--- config.mk ---
export PLATFORM = sky130hd
export DESIGN_NAME = adc_ctrl_top
export DESIGN_NICKNAME = d
export VERILOG_FILES = /design/src/common/adc_cmd_pkg.sv /design/src/common/adc_spi_pkg.sv /design/src/cmd_decode.sv /design/src/sequencer/adc_sequencer.sv /design/src/spi/spi_frame_engine.sv /design/src/sample_packer.sv /design/src/adc_ctrl_top.sv
export SDC_FILE = /design/constraint.sdc
export NUM_CORES = 1
export LEC_CHECK = 0
export ABC_AREA = 0
export BUFFER_PORTS_ARGS = -buffer_cell sky130_fd_sc_hd__buf_4
export CORE_MARGIN = 4
export CORE_UTILIZATION = 55
export DETAILED_ROUTE_END_ITERATION = 7
export GPL_TIMING_DRIVEN = 0
export PLACE_DENSITY = 0.71
export RECOVER_POWER = 100
export SKIP_CTS_REPAIR_TIMING = 1
export SYNTH_ARGS = -nofsm -noshare
export SYNTH_HDL_FRONTEND = slang
export SYNTH_HIERARCHICAL = 1
export SYNTH_SLANG_ARGS = --single-unit
--- constraint.sdc ---
create_clock -name clk -period 3.5 [get_ports clk]
set_input_delay 0.175 -clock clk [delete_from_list [all_inputs] [get_ports clk]]
set_output_delay 0.175 -clock clk [all_outputs]
set_load 0.02 [all_outputs]
--- src/common/adc_cmd_pkg.sv ---
package adc_cmd_pkg;

  ////////////////////////////////////////////////////////////
  // Command word layout
  ////////////////////////////////////////////////////////////

  localparam int COUNT_W  = 26;  // Delay or trigger count width
  localparam int OP_LSB   = 29;  // Opcode sits in bits 31:29
  localparam int TRIG_BIT = 28;  // Wait for triggers instead of a delay
  localparam int CONT_BIT = 27;  // Another command is expected

  // Command opcodes
  typedef enum logic [2:0] {
    OP_NO_OP   = 3'b000,
    OP_LOOP    = 3'b001,  // Still decoded so it can be rejected
    OP_ADC_RD  = 3'b010,
    OP_SET_ORD = 3'b100,
    OP_CANCEL  = 3'b111
  } cmd_op_e;

  // Decoded buffer head word
  typedef struct packed {
    cmd_op_e            op;
    logic               trig;
    logic               cont;
    logic [COUNT_W-1:0] count;
    logic [7:0][2:0]    order;  // Slot 0 in the low bits
    logic               valid;  // Buffer not empty
  } cmd_t;

  // Sequencer FSM states
  typedef enum logic [2:0] {
    S_IDLE,
    S_DELAY,
    S_TRIG_WAIT,
    S_ADC_RD,
    S_ERROR
  } seq_state_e;

  // Sticky error flags
  typedef struct packed {
    logic unexp_trig;
    logic delay_too_short;
    logic bad_cmd;
    logic cmd_buf_underflow;
    logic data_buf_overflow;
  } err_t;

endpackage

--- src/common/adc_spi_pkg.sv ---
package adc_spi_pkg;

  ////////////////////////////////////////////////////////////
  // On-the-fly SPI frame format
  ////////////////////////////////////////////////////////////

  localparam int FRAME_BITS = 16;   // Bits per SPI frame
  localparam int ADC_WORDS  = 9;    // Eight requests plus one trailing frame

  localparam logic [1:0] OTF_PREFIX = 2'b10;  // On-the-fly sample request marker

  // ADC input channel
  typedef logic [2:0] chan_t;

  // One 16-bit reply from the ADC
  typedef logic [FRAME_BITS-1:0] sample_t;

  // Frame request from the sequencer to the SPI engine
  typedef struct packed {
    logic  start;  // Single-cycle pulse
    chan_t chan;   // Channel to request in this frame
  } frame_req_t;

endpackage

--- src/cmd_decode.sv ---
`timescale 1ns/1ps

module cmd_decode (
  input  logic              clk,
  input  logic              resetn,
  input  logic [31:0]       cmd_buf_word,
  input  logic              cmd_buf_empty,
  output adc_cmd_pkg::cmd_t cmd,
  output logic              bad_op
);

  logic [31:0] word;  // Head word, zero when the buffer is empty

  assign word = cmd_buf_empty ? 32'd0 : cmd_buf_word;

  ////////////////////////////////////////////////////////////
  // Field slicing
  ////////////////////////////////////////////////////////////

  always_comb begin
    cmd.op    = adc_cmd_pkg::cmd_op_e'(word[adc_cmd_pkg::OP_LSB +: 3]);
    cmd.trig  = word[adc_cmd_pkg::TRIG_BIT];
    cmd.cont  = word[adc_cmd_pkg::CONT_BIT];
    cmd.count = word[adc_cmd_pkg::COUNT_W-1:0];  // Delay or trigger count
    cmd.order = word[23:0];                      // Eight 3-bit slots, slot 0 lowest
    cmd.valid = !cmd_buf_empty;
  end

  // Loop and unassigned opcodes are rejected
  always_comb begin
    case (cmd.op)
      adc_cmd_pkg::OP_NO_OP,
      adc_cmd_pkg::OP_ADC_RD,
      adc_cmd_pkg::OP_SET_ORD,
      adc_cmd_pkg::OP_CANCEL: bad_op = 1'b0;
      default:                bad_op = 1'b1;
    endcase
  end

  // An empty buffer must never be reported as a bad command
  a_bad_op_needs_valid : assert property (
    @(posedge clk) disable iff (!resetn)
    bad_op |-> cmd.valid
  );

endmodule

--- src/sequencer/adc_sequencer.sv ---
`timescale 1ns/1ps

module adc_sequencer (
  input  logic                    clk,
  input  logic                    resetn,
  input  adc_cmd_pkg::cmd_t       cmd,
  input  logic                    bad_op,
  input  logic                    trigger,
  input  logic                    frame_done,
  input  logic                    overflow,
  output logic                    cmd_buf_rd_en,
  output logic                    waiting_for_trig,
  output adc_spi_pkg::frame_req_t frame_req,
  output logic                    capture,
  output adc_cmd_pkg::err_t       err
);

  localparam int               IDX_W    = $clog2(adc_spi_pkg::ADC_WORDS);
  localparam logic [IDX_W-1:0] LAST_IDX = IDX_W'(adc_spi_pkg::ADC_WORDS - 1);

  adc_cmd_pkg::seq_state_e         state;
  adc_cmd_pkg::seq_state_e         state_nxt;
  adc_cmd_pkg::seq_state_e         issue_state;  // Where the head command leads
  logic [adc_cmd_pkg::COUNT_W-1:0] delay_timer;
  logic [adc_cmd_pkg::COUNT_W-1:0] trig_cnt;
  logic                            wait_trig;    // Latched trig bit
  logic                            expect_next;  // Latched cont bit
  adc_spi_pkg::chan_t [7:0]        ord;          // Sample order table
  logic [IDX_W-1:0]                frame_idx;
  logic                            last_done;
  logic                            finish;
  logic                            cancel_wait;
  adc_cmd_pkg::err_t               err_set;

  ////////////////////////////////////////////////////////////
  // Command completion
  ////////////////////////////////////////////////////////////

  assign last_done = (state == adc_cmd_pkg::S_ADC_RD) && frame_done
                     && (frame_idx == LAST_IDX);  // Ninth frame ends

  // Cancel aborts any wait, including the one after a read
  assign cancel_wait = ((state == adc_cmd_pkg::S_DELAY) || (state == adc_cmd_pkg::S_TRIG_WAIT))
                       && cmd.valid && (cmd.op == adc_cmd_pkg::OP_CANCEL);

  assign finish = ((state == adc_cmd_pkg::S_IDLE) && cmd.valid)
                  || ((state == adc_cmd_pkg::S_DELAY) && (delay_timer == '0))
                  || ((state == adc_cmd_pkg::S_TRIG_WAIT) && trigger
                      && (trig_cnt <= adc_cmd_pkg::COUNT_W'(1)))  // N-th trigger
                  || (last_done && !wait_trig && (delay_timer == '0));

  // Errors detected here, bad_op and overflow only registered
  always_comb begin
    err_set = '0;
    if (state != adc_cmd_pkg::S_ERROR) begin
      err_set.unexp_trig        = trigger && (state != adc_cmd_pkg::S_TRIG_WAIT);
      err_set.delay_too_short   = (state == adc_cmd_pkg::S_ADC_RD) && !wait_trig
                                  && (delay_timer == '0) && !last_done;
      err_set.bad_cmd           = finish && bad_op;
      err_set.cmd_buf_underflow = finish && !cmd.valid && expect_next;
      err_set.data_buf_overflow = overflow;
    end
  end

  // Pop the head word, never in a cycle that raises an error
  assign cmd_buf_rd_en = ((finish && cmd.valid) || cancel_wait) && !(|err_set);

  ////////////////////////////////////////////////////////////
  // FSM
  ////////////////////////////////////////////////////////////

  always_comb begin
    case (cmd.op)
      adc_cmd_pkg::OP_NO_OP:  issue_state = cmd.trig ? adc_cmd_pkg::S_TRIG_WAIT
                                                     : adc_cmd_pkg::S_DELAY;
      adc_cmd_pkg::OP_ADC_RD: issue_state = adc_cmd_pkg::S_ADC_RD;
      default:                issue_state = adc_cmd_pkg::S_IDLE;  // Set order, cancel
    endcase
  end

  always_comb begin
    state_nxt = state;
    if (|err_set) begin
      state_nxt = adc_cmd_pkg::S_ERROR;
    end else if (cancel_wait) begin
      state_nxt = adc_cmd_pkg::S_IDLE;
    end else if (finish) begin
      state_nxt = cmd.valid ? issue_state : adc_cmd_pkg::S_IDLE;
    end else if (last_done) begin
      // Read over, wait out the rest of the command
      state_nxt = wait_trig ? adc_cmd_pkg::S_TRIG_WAIT : adc_cmd_pkg::S_DELAY;
    end
  end

  always_ff @(posedge clk) begin
    if (!resetn) begin
      state            <= adc_cmd_pkg::S_IDLE;
      waiting_for_trig <= 1'b0;
      err              <= '0;
    end else begin
      state            <= state_nxt;
      waiting_for_trig <= (state_nxt == adc_cmd_pkg::S_TRIG_WAIT);
      err              <= err | err_set;  // Sticky until reset
    end
  end

  ////////////////////////////////////////////////////////////
  // Delay timer, trigger counter and command latches
  ////////////////////////////////////////////////////////////

  always_ff @(posedge clk) begin
    if (!resetn) begin
      delay_timer <= '0;
      trig_cnt    <= '0;
      wait_trig   <= 1'b0;
      expect_next <= 1'b0;
    end else if (cmd_buf_rd_en) begin
      if ((cmd.op == adc_cmd_pkg::OP_NO_OP) || (cmd.op == adc_cmd_pkg::OP_ADC_RD)) begin
        wait_trig   <= cmd.trig;
        expect_next <= cmd.cont;
        // Loaded with N-1 so the delay ends N cycles after issue
        delay_timer <= (cmd.trig || (cmd.count == '0)) ? '0 : cmd.count - 1'b1;
        trig_cnt    <= cmd.trig ? cmd.count : '0;
      end else begin
        wait_trig   <= 1'b0;
        expect_next <= 1'b0;
        delay_timer <= '0;
        trig_cnt    <= '0;
      end
    end else begin
      if (delay_timer != '0) delay_timer <= delay_timer - 1'b1;  // Runs through the read too
      if ((state == adc_cmd_pkg::S_TRIG_WAIT) && trigger && (trig_cnt != '0)) begin
        trig_cnt <= trig_cnt - 1'b1;
      end
    end
  end

  // Identity order out of reset
  always_ff @(posedge clk) begin
    if (!resetn) begin
      for (int i = 0; i < 8; i++) ord[i] <= adc_spi_pkg::chan_t'(i);
    end else if (cmd_buf_rd_en && (cmd.op == adc_cmd_pkg::OP_SET_ORD)) begin
      ord <= cmd.order;
    end
  end

  ////////////////////////////////////////////////////////////
  // Frame sequencing
  ////////////////////////////////////////////////////////////

  always_ff @(posedge clk) begin
    if (!resetn) begin
      frame_req.start <= 1'b0;
      frame_req.chan  <= '0;
      frame_idx       <= '0;
    end else begin
      frame_req.start <= 1'b0;  // Pulse
      if (cmd_buf_rd_en && (cmd.op == adc_cmd_pkg::OP_ADC_RD)) begin
        frame_req.start <= 1'b1;
        frame_req.chan  <= ord[0];
        frame_idx       <= '0;
      end else if ((state == adc_cmd_pkg::S_ADC_RD) && frame_done
                   && (frame_idx != LAST_IDX) && !(|err_set)) begin
        frame_req.start <= 1'b1;
        frame_idx       <= frame_idx + 1'b1;
        // Trailing frame only collects the last reply
        frame_req.chan  <= (frame_idx == LAST_IDX - 1'b1) ? '0 : ord[frame_idx[2:0] + 3'd1];
      end
    end
  end

  // Replies lag one frame, so the first frame carries nothing
  assign capture = (state == adc_cmd_pkg::S_ADC_RD) && (frame_idx != '0);

  // Only a trig no-op or a trig read can lead into the trigger wait
  a_wait_only_in_trig : assert property (
    @(posedge clk) disable iff (!resetn)
    waiting_for_trig |-> ((state == adc_cmd_pkg::S_TRIG_WAIT) && wait_trig)
  );

  a_error_sticky : assert property (
    @(posedge clk) disable iff (!resetn)
    (state == adc_cmd_pkg::S_ERROR) |=> (state == adc_cmd_pkg::S_ERROR)
  );

endmodule

--- src/spi/spi_frame_engine.sv ---
`timescale 1ns/1ps

module spi_frame_engine #(
  parameter int CS_HIGH_CYCLES = 4  // Must be at least 1
) (
  input  logic                    clk,
  input  logic                    resetn,
  input  adc_spi_pkg::frame_req_t frame_req,
  output logic                    n_cs,
  output logic                    mosi,
  input  logic                    miso,
  output logic                    frame_done,
  output adc_spi_pkg::sample_t    reply,
  output logic                    reply_valid
);

  localparam int FB    = adc_spi_pkg::FRAME_BITS;
  localparam int CS_W  = $clog2(CS_HIGH_CYCLES + 1);
  localparam int BIT_W = $clog2(FB);

  logic            cs_wait;   // n_cs high phase before the frame
  logic [CS_W-1:0] cs_cnt;
  logic [BIT_W-1:0] bit_cnt;  // Bit position within the low phase
  logic [FB-1:0]   mosi_sr;
  logic [FB-2:0]   miso_sr;   // Last bit comes straight from the pin

  ////////////////////////////////////////////////////////////
  // Chip select and bit timing
  ////////////////////////////////////////////////////////////

  always_ff @(posedge clk) begin
    if (!resetn) begin
      cs_wait <= 1'b0;
      cs_cnt  <= '0;
      bit_cnt <= '0;
      n_cs    <= 1'b1;
    end else if (frame_req.start) begin
      cs_wait <= 1'b1;
      cs_cnt  <= CS_W'(CS_HIGH_CYCLES - 1);
    end else if (cs_wait) begin
      if (cs_cnt == '0) begin
        cs_wait <= 1'b0;
        n_cs    <= 1'b0;  // Frame starts
        bit_cnt <= '0;
      end else begin
        cs_cnt <= cs_cnt - 1'b1;
      end
    end else if (!n_cs) begin
      if (frame_done) n_cs <= 1'b1;  // Rises right after the last bit
      else bit_cnt <= bit_cnt + 1'b1;
    end
  end

  assign frame_done = !n_cs && (bit_cnt == BIT_W'(FB - 1));

  ////////////////////////////////////////////////////////////
  // Shift registers
  ////////////////////////////////////////////////////////////

  always_ff @(posedge clk) begin
    if (frame_req.start) begin
      // Prefix, channel, then zeros
      mosi_sr <= {adc_spi_pkg::OTF_PREFIX, frame_req.chan, {(FB - 5){1'b0}}};
    end else if (!n_cs) begin
      mosi_sr <= {mosi_sr[FB-2:0], 1'b0};
    end
  end

  assign mosi = mosi_sr[FB-1];  // MSB first

  always_ff @(posedge clk) begin
    if (!n_cs) miso_sr <= {miso_sr[FB-3:0], miso};  // Sampled in the same cycles as MOSI
  end

  assign reply       = {miso_sr, miso};
  assign reply_valid = frame_done;

  // Requests are spaced by the sequencer, never mid-frame
  a_no_start_in_frame : assert property (
    @(posedge clk) disable iff (!resetn)
    frame_req.start |-> (!cs_wait && n_cs)
  );

endmodule

--- src/sample_packer.sv ---
`timescale 1ns/1ps

module sample_packer (
  input  logic                 clk,
  input  logic                 resetn,
  input  adc_spi_pkg::sample_t reply,
  input  logic                 reply_valid,
  input  logic                 capture,
  input  logic                 data_buf_full,
  output logic                 data_buf_wr_en,
  output logic [31:0]          data_word,
  output logic                 overflow
);

  adc_spi_pkg::sample_t held;    // Earlier reply of the pair
  logic                 stored;  // Lower half is waiting
  logic                 take;

  assign take = capture && reply_valid;

  ////////////////////////////////////////////////////////////
  // Pairing and buffer write
  ////////////////////////////////////////////////////////////

  always_ff @(posedge clk) begin
    if (!resetn) begin
      stored         <= 1'b0;
      data_buf_wr_en <= 1'b0;
      overflow       <= 1'b0;
    end else begin
      data_buf_wr_en <= take && stored && !data_buf_full;
      overflow       <= take && stored && data_buf_full;  // Word dropped, no stall
      if (!capture) stored <= 1'b0;  // Read over or aborted
      else if (reply_valid) stored <= !stored;
    end
  end

  always_ff @(posedge clk) begin
    if (take && !stored) held <= reply;
    if (take && stored) data_word <= {reply, held};  // Later reply on top
  end

endmodule

--- src/adc_ctrl_top.sv ---
`timescale 1ns/1ps

module adc_ctrl_top #(
  parameter int CS_HIGH_CYCLES = 4  // n_cs high time before each frame
) (
  input  logic                    clk,
  input  logic                    resetn,
  // Command buffer
  input  logic [31:0]             cmd_buf_word,
  input  logic                    cmd_buf_empty,
  output logic                    cmd_buf_rd_en,
  // Data buffer
  output logic                    data_buf_wr_en,
  output logic [31:0]             data_word,
  input  logic                    data_buf_full,
  // Trigger
  input  logic                    trigger,
  output logic                    waiting_for_trig,
  // SPI
  output logic                    n_cs,
  output logic                    mosi,
  input  logic                    miso,
  // Sticky errors
  output adc_cmd_pkg::err_t       err
);

  adc_cmd_pkg::cmd_t       cmd;          // Decoded buffer head
  logic                    bad_op;
  adc_spi_pkg::frame_req_t frame_req;
  logic                    frame_done;
  adc_spi_pkg::sample_t    reply;
  logic                    reply_valid;
  logic                    capture;      // Replies of frames 2 to 9 count
  logic                    overflow;

  cmd_decode i_cmd_decode (
    .clk           (clk),
    .resetn        (resetn),
    .cmd_buf_word  (cmd_buf_word),
    .cmd_buf_empty (cmd_buf_empty),
    .cmd           (cmd),
    .bad_op        (bad_op)
  );

  adc_sequencer i_adc_sequencer (
    .clk              (clk),
    .resetn           (resetn),
    .cmd              (cmd),
    .bad_op           (bad_op),
    .trigger          (trigger),
    .frame_done       (frame_done),
    .overflow         (overflow),
    .cmd_buf_rd_en    (cmd_buf_rd_en),
    .waiting_for_trig (waiting_for_trig),
    .frame_req        (frame_req),
    .capture          (capture),
    .err              (err)
  );

  spi_frame_engine #(
    .CS_HIGH_CYCLES (CS_HIGH_CYCLES)
  ) i_spi_frame_engine (
    .clk         (clk),
    .resetn      (resetn),
    .frame_req   (frame_req),
    .n_cs        (n_cs),
    .mosi        (mosi),
    .miso        (miso),
    .frame_done  (frame_done),
    .reply       (reply),
    .reply_valid (reply_valid)
  );

  sample_packer i_sample_packer (
    .clk            (clk),
    .resetn         (resetn),
    .reply          (reply),
    .reply_valid    (reply_valid),
    .capture        (capture),
    .data_buf_full  (data_buf_full),
    .data_buf_wr_en (data_buf_wr_en),
    .data_word      (data_word),
    .overflow       (overflow)
  );

endmodule

==> flow_summary.yaml, run 1 <==
placed_design:
  gp_congestion: 0.891
  pre_cts_slack_ps: -327
  dpl.hpwl_mm: 16.6
  io_buffers: 78
yosys:
  synth_warnings: 6
  synth_nets: 998
  synth_edf_count: 66
  syn-cell-area_sq_um: 9270
  synthDistinctLibCells: 68
  yosys.area.top_type: "dfxtp_1"
  synthTopCellsByArea: "dfxtp_1, edfxtp_1, mux2i_1, nand2_1, nor2_1"
  synth.top_cell.area_share_pct: 23.5
  ys_seq_area_share_pct: 44.9
  syn_inst: 949
  avgSynthCellArea_sq_um: 9.77
  synthFlopType: "dfxtp_1"
  synth-seq-cells: 175
  postSynth.asyncResetShare_pct: 0
clock_tree:
  clockRootBuffer: "clkbuf_16"
  max-clock-path-buffers: 2
  clk_latency_ps: 440
  clk_pin_slew_worst_paths_ps: 70
  cts_tree: "built"
  htreeDepth: 4
  clock-sinks: 175
  numCtsBuffers: 17
floorplanning:
  core_area_sq_um: 16500
  fp.dieW_um: 138
  die_area_sq_um: 19000
  num_io_pins: 80
  core.rowCount: 47
  dieHeight_um: 138
  start_util_pct: 56.1
drt:
  dr.pass1.iters: 5
  via_count: 7400
  drtIter0Drc: 595
  postRouteAntennaNets: 0
  drt_wl_total_mm: 22.8
  drc_errors: 0
  viasPerCell: 5.77
  wl_per_cell_um: 17.8
hold_path:
  hold_path.class: "input pin to register"
  hold_depth: 3
pwr:
  peakVddDrop_mv: 0.406
  power_density_nw_per_um2: 552
  total_power_mw: 5.88
  p_leak_nw: 3.92
sta:
  whs_ps: 4.26
  skew_ps: 15.2
  worst_pin_slew_ps: 1000
  setup_tns_ps: 0
  period_needed_ps: 3390
  fmax_ghz: 0.295
  rsz0062_at_grt: "true"
  worst_slack_ps: 111
  hold_violations: 0
  finalSetupViolations: 0
  maxSlewViolCount: 0
  post-route-period-util_pct: 96.8
  max_slew_margin_pct: 31.4
grt:
  grt_max_degree: 33
  grt_pass1_wl_mm: 35.7
  antenna_found_initial: 0
  grt_usage_pct: 24.3
  grt_pass1_vias: 6819
  grt_overflow: 0
final_layout:
  fill_cells: 1420
  drive_gt1_share_pct: 14.8
  mostFrequentLayoutCells: "nand2_1, dfxtp_1, mux2i_1"
  mostFrequentLayoutCell: "nand2_1"
  antenna_cells: 0
  final_nets: 1099
  area.growth.synth_to_final_pct: 15.0
setup_path:
  path_class: "register to output port"
  cp_max_fo: 10
  end_kind: "output port"
  crit_arrival_ps: 3210
  ff2ff_path_depth: 8
  cp-start-kind: "register"
  cp.required_ps: 3320
job:
  drv_cap: 0
status:
  status: "complete, no violations"
metrics by stage:
step | instances | instance area [sq um] | util (%)
global placement | 1247 | 10100 | 61.3
detailed placement | 1247 | 10100 | 61.3
global route | 1283 | 10700 | 64.5
CTS | 1279 | 10800 | 65.1
floorplan | 949 | 9270 | -
finish | 1283 | 10700 | 64.5
cell families (layout without fill, tap and decap cells):
group	count (synthesis)	count (layout)	share of synthesized area, %
flops	175	175	44.9
simple gates	409	409	23.5
compound gates	117	117	8.88
mux	95	95	11.1
xor+xnor	47	47	4.44
fa+ha+maj	11	11	1.48
buf+inv	95	209	5.65
worst max-delay path, stage by stage (launching register included):
cell     delay (ps)
dfxtp_1         360
nor4_1          590
and4_1          480
nand4_1         230
and4_4          270
nor4b_2         240
buf_6           230
buf_6           200
buf_4           170
area by class of cell:
type / count / area [sq um] / share of cell area, %
well taps: 220 / 275 / 2.58
repair buffers: 82 / 463 / 4.34
multi-input cells: 679 / 4600 / 43.2
flip-flops and latches: 175 / 4160 / 39.1
inverters: 21 / 80.1 / 0.751
plain buffers: 74 / 449 / 4.21
clock buffers: 17 / 425 / 3.99
clock inverters: 15 / 201 / 1.89
power breakdown:
part	switching, mW	total [mW]	internal [mW]
Clock	0.949	2.00	1.05
Combinational	0.879	1.49	0.611
Sequential	0.144	2.40	2.25
Total	1.97	5.88	3.91
Yosys cell counts, drive strengths merged (8+ instances only):
library cell and n:
nand2 130, a21oi 12, ha 11, or3 12
nor2b 38, nor3 27, xnor2 24, buf 43
and3 10, nor2 66, nand2b 8, a31oi 8
xor2 23, o31a 17, or2 10, o21a 8
o21ai 41, inv 21, or4 13, mux2i 84
edfxtp 66, nand3 14, nor4 29, clkbuf 31
dfxtp 109, nand4 9
state kept, by name, summed over array words and instances, names as in the netlist, 3 cells and up:
name                         flops
i_sample_packer/data_word       32
i_adc_sequencer/delay_timer     26
i_adc_sequencer/trig_cnt        26
i_adc_sequencer/ord             24
i_sample_packer/held            16
i_spi_frame_engine/miso_sr      15
i_adc_sequencer/err              5
i_spi_frame_engine/mosi_sr       5
i_adc_sequencer/frame_idx        4
i_adc_sequencer/frame_req        4
i_spi_frame_engine/bit_cnt       4
i_adc_sequencer/state            3
i_spi_frame_engine/cs_cnt        3
layer usage:
metal  part of all wire [%]  track usage, %  vias up  routed length, um
li1                       -               -     3596                  -
met1                     48            35.3     3562              10900
met2                     45            36.8      215              10400
met3                    5.4            4.57       27               1230
met4                    1.6            7.19        0                369
met5                      0               0        -                  0
path summary, 6_finish.rpt:
check	start	to	slack, ps
setup / recovery	i_adc_sequencer/delay_timer[8]	cmd_buf_rd_en	110
hold / removal	trigger	i_adc_sequencer/err[4]	4
setup reg to reg	i_adc_sequencer/trig_cnt[18]	i_adc_sequencer/trig_cnt[11]	480
hold reg to reg	i_sample_packer/held[4]	i_sample_packer/data_word[4]	420
(Power assumes the default switching activity.)
==> inputs of run 2 (changes only) <==
--- a/config.mk
+++ b/config.mk
@@ -9,6 +9,7 @@
 export BUFFER_PORTS_ARGS = -buffer_cell sky130_fd_sc_hd__buf_4
 export CORE_MARGIN = 4
 export CORE_UTILIZATION = 55
+export CTS_BUF_LIST = sky130_fd_sc_hd__clkbuf_4
 export DETAILED_ROUTE_END_ITERATION = 7
 export GPL_TIMING_DRIVEN = 0
 export PLACE_DENSITY = 0.71
==> run 2 against run 1 <==
  * Clock power decreased by 36%
  * Final cell count is 1.8% higher
  * Critical endpoint unchanged
  * Combinational power grew 3%
  * Global-route usage down 0.19 points
  * Clock-buffer cell count stayed put
  * Non-clock buffer count rose by 20
  * Flip-flop and latch count is the same
  * Via count increased by 1.8%
  * First-iteration DRC count rose by 8.1%
  * Sequential power about the same
  * Die area stayed put
  * Design area is 0.42% lower
==> flow_summary.yaml, run 2 (synthesis results as in run 1) <==
status:
  status: "complete, no violations"
clock_tree:
  clk_pin_slew_worst_paths_ps: 170
  clock-sinks: 175
  numCtsBuffers: 17
  max-clock-path-buffers: 2
  htreeDepth: 4
  clk_latency_ps: 600
  clockRootBuffer: "clkbuf_4"
  cts_tree: "built"
placed_design:
  io_buffers: 78
  placed_cell_area_sq_um: 10100
  place_inst: 1247
  dpl.hpwl_mm: 16.6
  pre_cts_slack_ps: -327
  gp_congestion: 0.891
setup_path:
  ff2ff_path_depth: 8
  cp-start-kind: "register"
  cp_max_fo: 10
  cp.required_ps: 3320
  max_stage_delay_ps: 580
  end_kind: "output port"
  path_class: "register to output port"
  critPathSlowestCell: "or4_4"
  crit_arrival_ps: 3160
  cp_cell_sequence: "or4_4 -> nor4_4 -> o2111ai_4 -> and4_4 -> nor4b_2 -> buf_6 -> buf_8 -> buf_4"
final_layout:
  area.growth.synth_to_final_pct: 14.5
  mostFrequentLayoutCell: "nand2_1"
  final_util_pct: 64.2
  design_area_sq_um: 10600
  drive_gt1_share_pct: 15.7
  final_nets: 1119
  stdcell_count: 1306
  mostFrequentLayoutCells: "nand2_1, dfxtp_1, mux2i_1"
  fill_cells: 1425
  largest_reg_flops: 32
  regMostFlops: "i_sample_packer/data_word"
  reg_top3: "i_sample_packer/data_word (32), i_adc_sequencer/delay_timer (26), i_adc_sequencer/trig_cnt (26)"
grt:
  antenna_found_initial: 1
  grt_overflow: 0
  grt_max_degree: 33
  grt_pass1_vias: 6761
  grt_usage_pct: 24.1
  grt_pass1_wl_mm: 35.6
sta:
  finalSetupViolations: 0
  worst_pin_slew_ps: 1010
  worst_slack_ps: 170
  fmax_ghz: 0.300
  skew_ps: 22.8
  maxSlewViolCount: 0
  hold_violations: 0
  period_needed_ps: 3330
  whs_ps: 12.4
  max_slew_margin_pct: 31.2
  post-route-period-util_pct: 95.1
drt:
  postRouteAntennaNets: 0
  via_count: 7531
  wl_met3_mm: 1.37
  wl_met1_mm: 10.8
  drtIter0Drc: 643
  highest_layer: "met4"
  dr.pass1.iters: 6
  met2_length_mm: 10.6
  viasPerCell: 5.77
  wl_per_cell_um: 17.7
  drt_wl_total_mm: 23.2
  drc_errors: 0
job:
  drv_cap: 0
pwr:
  peakVddDrop_mv: 0.341
  power_density_nw_per_um2: 492
  p_leak_nw: 3.90
floorplanning:
  core.rowCount: 47
  fp.dieW_um: 138
  die_area_sq_um: 19000
  dieHeight_um: 138
  start_util_pct: 56.1
  core_area_sq_um: 16500
  num_io_pins: 80
hold_path:
  hold_path.class: "input pin to register"
  hold_depth: 4
## run 2: layout make-up
cell class	instances	area, sq um	area share (%)
Sequential cell	175	4170	39.3
Tap cell	220	275	2.59
Clock inverter	15	201	1.90
Multi-Input combinational cell	679	4650	43.8
Buffer	73	449	4.23
Clock buffer	17	128	1.20
Antenna cell	3	7.51	0.0707
Timing Repair Buffer	103	658	6.20
Inverter	21	82.6	0.778
## run 2: path summary, 6_finish.rpt
check | slack [ps] | to | from
setup / recovery | 170 | cmd_buf_rd_en | i_adc_sequencer/trig_cnt[14]
hold / removal | 10 | i_adc_sequencer/ord[13] | cmd_buf_word[13]
setup reg to reg | 500 | i_adc_sequencer/trig_cnt[11] | i_adc_sequencer/trig_cnt[18]
hold reg to reg | 430 | i_sample_packer/data_word[3] | i_sample_packer/held[3]
## run 2: report_power, final
group,leakage (nW),internal [mW],switching [mW],total (mW)
Combinational,2.25,0.644,0.884,1.53
Clock,0.171,0.418,0.864,1.28
Sequential,1.48,2.26,0.154,2.41
## run 2: worst max-delay path, delay by kind of cell, from the launching register on
family,cells,cell delay (ps)
and+or+nand+nor,4,1450
buffers and inverters,3,520
DFF,1,380
AOI/OAI and AO/OA,1,210
## run 2: stage by stage
stage               power [mW]  TNS (ps)
global route              5.52     -10.6
global placement          3.87     -5300
detailed placement        3.89     -6080
finish                    5.22         0
CTS                       5.17      -561
floorplan                 3.51         0
## run 2: routing by layer
layer,vias up,GRT usage (%)
met2,236,37.1
li1,3642,-
met3,34,4.49
met4,0,6.20
met5,-,0
met1,3619,35.0
==> inputs of run 3 (changes only) <==
--- a/config.mk
+++ b/config.mk
@@ -12,6 +12,7 @@
 export CTS_BUF_LIST = sky130_fd_sc_hd__clkbuf_4
 export DETAILED_ROUTE_END_ITERATION = 7
 export GPL_TIMING_DRIVEN = 0
+export HOLD_SLACK_MARGIN = 0.05
 export PLACE_DENSITY = 0.71
 export RECOVER_POWER = 100
 export SKIP_CTS_REPAIR_TIMING = 1
==> run 3 against run 2 <==
  * Via count is 0.28% higher
  * Register-to-register slack gained 30 ps
  * Total power grew 0.24%
  * Critical path depth rose by 4
==> flow_summary.yaml, run 3 (synthesis results as in run 1) <==
status:
  status: "complete, no violations"
setup_path:
  cp_max_fo: 10
  r2r_start: "i_adc_sequencer/trig_cnt[18]"
  path_delay_family: "simple AND/OR/NAND/NOR gates"
  reg2reg_setup_slack_ps: 530
  crit_arrival_ps: 3840
  cp_cell_sequence: "dlygate4sd3_1 -> buf_4 -> nor2b_1 -> buf_4 -> or4_1 -> nor3_1 -> nand4_1 -> and4b_1 -> clkbuf_1 -> clkbuf_1 -> nand2_1 -> mux2i_1"
  cp.required_ps: 3990
  end_kind: "register"
  critPathLaunch: "cmd_buf_word[14]"
  critPathSlowestCell: "nor3_1"
  path_class: "input pin to register"
  crit_buf_inv: 5
  max_stage_delay_ps: 710
  cp-start-kind: "input pin"
pwr:
  peakVddDrop_mv: 0.341
  intPower_mw: 3.33
  p_comb_share_pct: 29.5
  p_leak_nw: 3.95
  power_density_nw_per_um2: 487
  switching_share_pct: 36.4
  power.clock.fraction_pct: 24.5
  p_sw_mw: 1.91
  p_seq_share_pct: 46.1
hold_path:
  hold_path.class: "input pin to register"
  min-delay-start: "cmd_buf_word[15]"
grt:
  grt_use_met2_pct: 37.1
  grt_max_degree: 33
  grt_usage_pct: 24.1
  grt_overflow: 0
  grt_busiest_layer: "met2"
  grt_pass1_wl_mm: 35.6
  met1_usage_pct: 35.0
  met3_usage_pct: 4.49
  antenna_found_initial: 1
  grt_pass1_vias: 6761
floorplanning:
  start_util_pct: 56.1
  dieHeight_um: 138
  core.rowCount: 47
  fp.dieW_um: 138
  num_io_pins: 80
  die_area_sq_um: 19000
  core_area_sq_um: 16500
final_layout:
  area.growth.synth_to_final_pct: 15.8
  mostFrequentLayoutCell: "nand2_1"
  seqCellArea_sq_um: 4170
  drive_gt1_share_pct: 15.5
  mostFrequentLayoutCells: "nand2_1, dfxtp_1, mux2i_1"
  final_nets: 1131
  largest_reg_flops: 32
  fill_cells: 1408
  multi_input_area_sq_um: 4650
  reg_top3: "i_sample_packer/data_word (32), i_adc_sequencer/delay_timer (26), i_adc_sequencer/trig_cnt (26)"
  regMostFlops: "i_sample_packer/data_word"
sta:
  maxSlewViolCount: 0
  fmax_ghz: 0.298
  skew_ps: 22.7
  whs_ps: 91.5
  period_needed_ps: 3360
  max_slew_margin_pct: 31.1
  setup_tns_ps: 0
  worst_pin_slew_ps: 1010
  post-route-period-util_pct: 95.9
  finalSetupViolations: 0
  hold_violations: 0
placed_design:
  io_buffers: 78
  dpl.hpwl_mm: 16.6
  gp_congestion: 0.891
drt:
  postRouteAntennaNets: 0
  drtIter0Drc: 662
  drc_errors: 0
  drt_wl_total_mm: 23.3
  wl_per_cell_um: 17.7
  dr.pass1.iters: 5
  via_count: 7552
  viasPerCell: 5.73
job:
  drv_cap: 0
clock_tree:
  htreeDepth: 4
  clk_pin_slew_worst_paths_ps: 160
  clockRootBuffer: "clkbuf_4"
  cts_tree: "built"
  clk_latency_ps: 590
  max-clock-path-buffers: 2
  numCtsBuffers: 17
  clock-sinks: 175
## run 3: changes by cell type in the layout (fill, tap and decap cells not counted)
cell | before | now
dlygate4sd3_1 | 17 | 29
## run 3: cell type report
| class | instances | share of cell area (%) |
|---|---|---|
| Antenna cell | 3 | 0.0699 |
| Clock buffer | 17 | 1.19 |
| Multi-Input combinational cell | 679 | 43.3 |
| Clock inverter | 15 | 1.88 |
| Buffer | 73 | 4.18 |
| Sequential cell | 175 | 38.8 |
| Inverter | 21 | 0.769 |
| Timing Repair Buffer | 115 | 7.25 |
| Tap cell | 220 | 2.56 |
## run 3: through the flow
step,util (%),power [mW],cell area (sq um),worst slack [ps],cells
6_report,65.0,5.23,10700,143,1318
5_1_grt,65.0,5.53,10700,-10.6,1318
4_1_cts,63.3,5.17,10500,-561,1279
3_5_place_dp,61.3,3.89,10100,-327,1247
3_3_place_gp,61.3,3.87,10100,-277,1247
2_1_floorplan,-,3.51,9270,699,949
## run 3: worst reg2reg max path: cells and delay by family (launching register included)
family / cells / cell delay [ps]
AO/OA/AOI/OAI: 3 / 740
flip-flops: 1 / 380
multiplexers: 1 / 160
AND/OR/NAND/NOR: 2 / 1100
buffers and inverters: 2 / 530
## run 3: path summary, 6_finish.rpt
check	depth (start not counted)	to
min reg2reg	0	i_sample_packer/data_word[3]
max reg2reg	8	i_adc_sequencer/trig_cnt[11]
max	12	i_adc_sequencer/delay_timer[8]
min	4	i_adc_sequencer/ord[15]
## run 3: power by group through the flow
stage | Combinational (mW) | Sequential [mW] | Clock [mW]
floorplan | 1.10 | 2.42 | 0
global route | 1.70 | 2.44 | 1.39
global placement | 1.43 | 2.43 | 0
detailed placement | 1.46 | 2.43 | 0
CTS | 1.46 | 2.39 | 1.31
finish | 1.54 | 2.41 | 1.28
## run 3: per-layer routing
layer	routed length, um	up-vias
met5	0	-
met4	272	0
li1	-	3661
met2	10900	257
met3	1370	18
met1	10800	3616
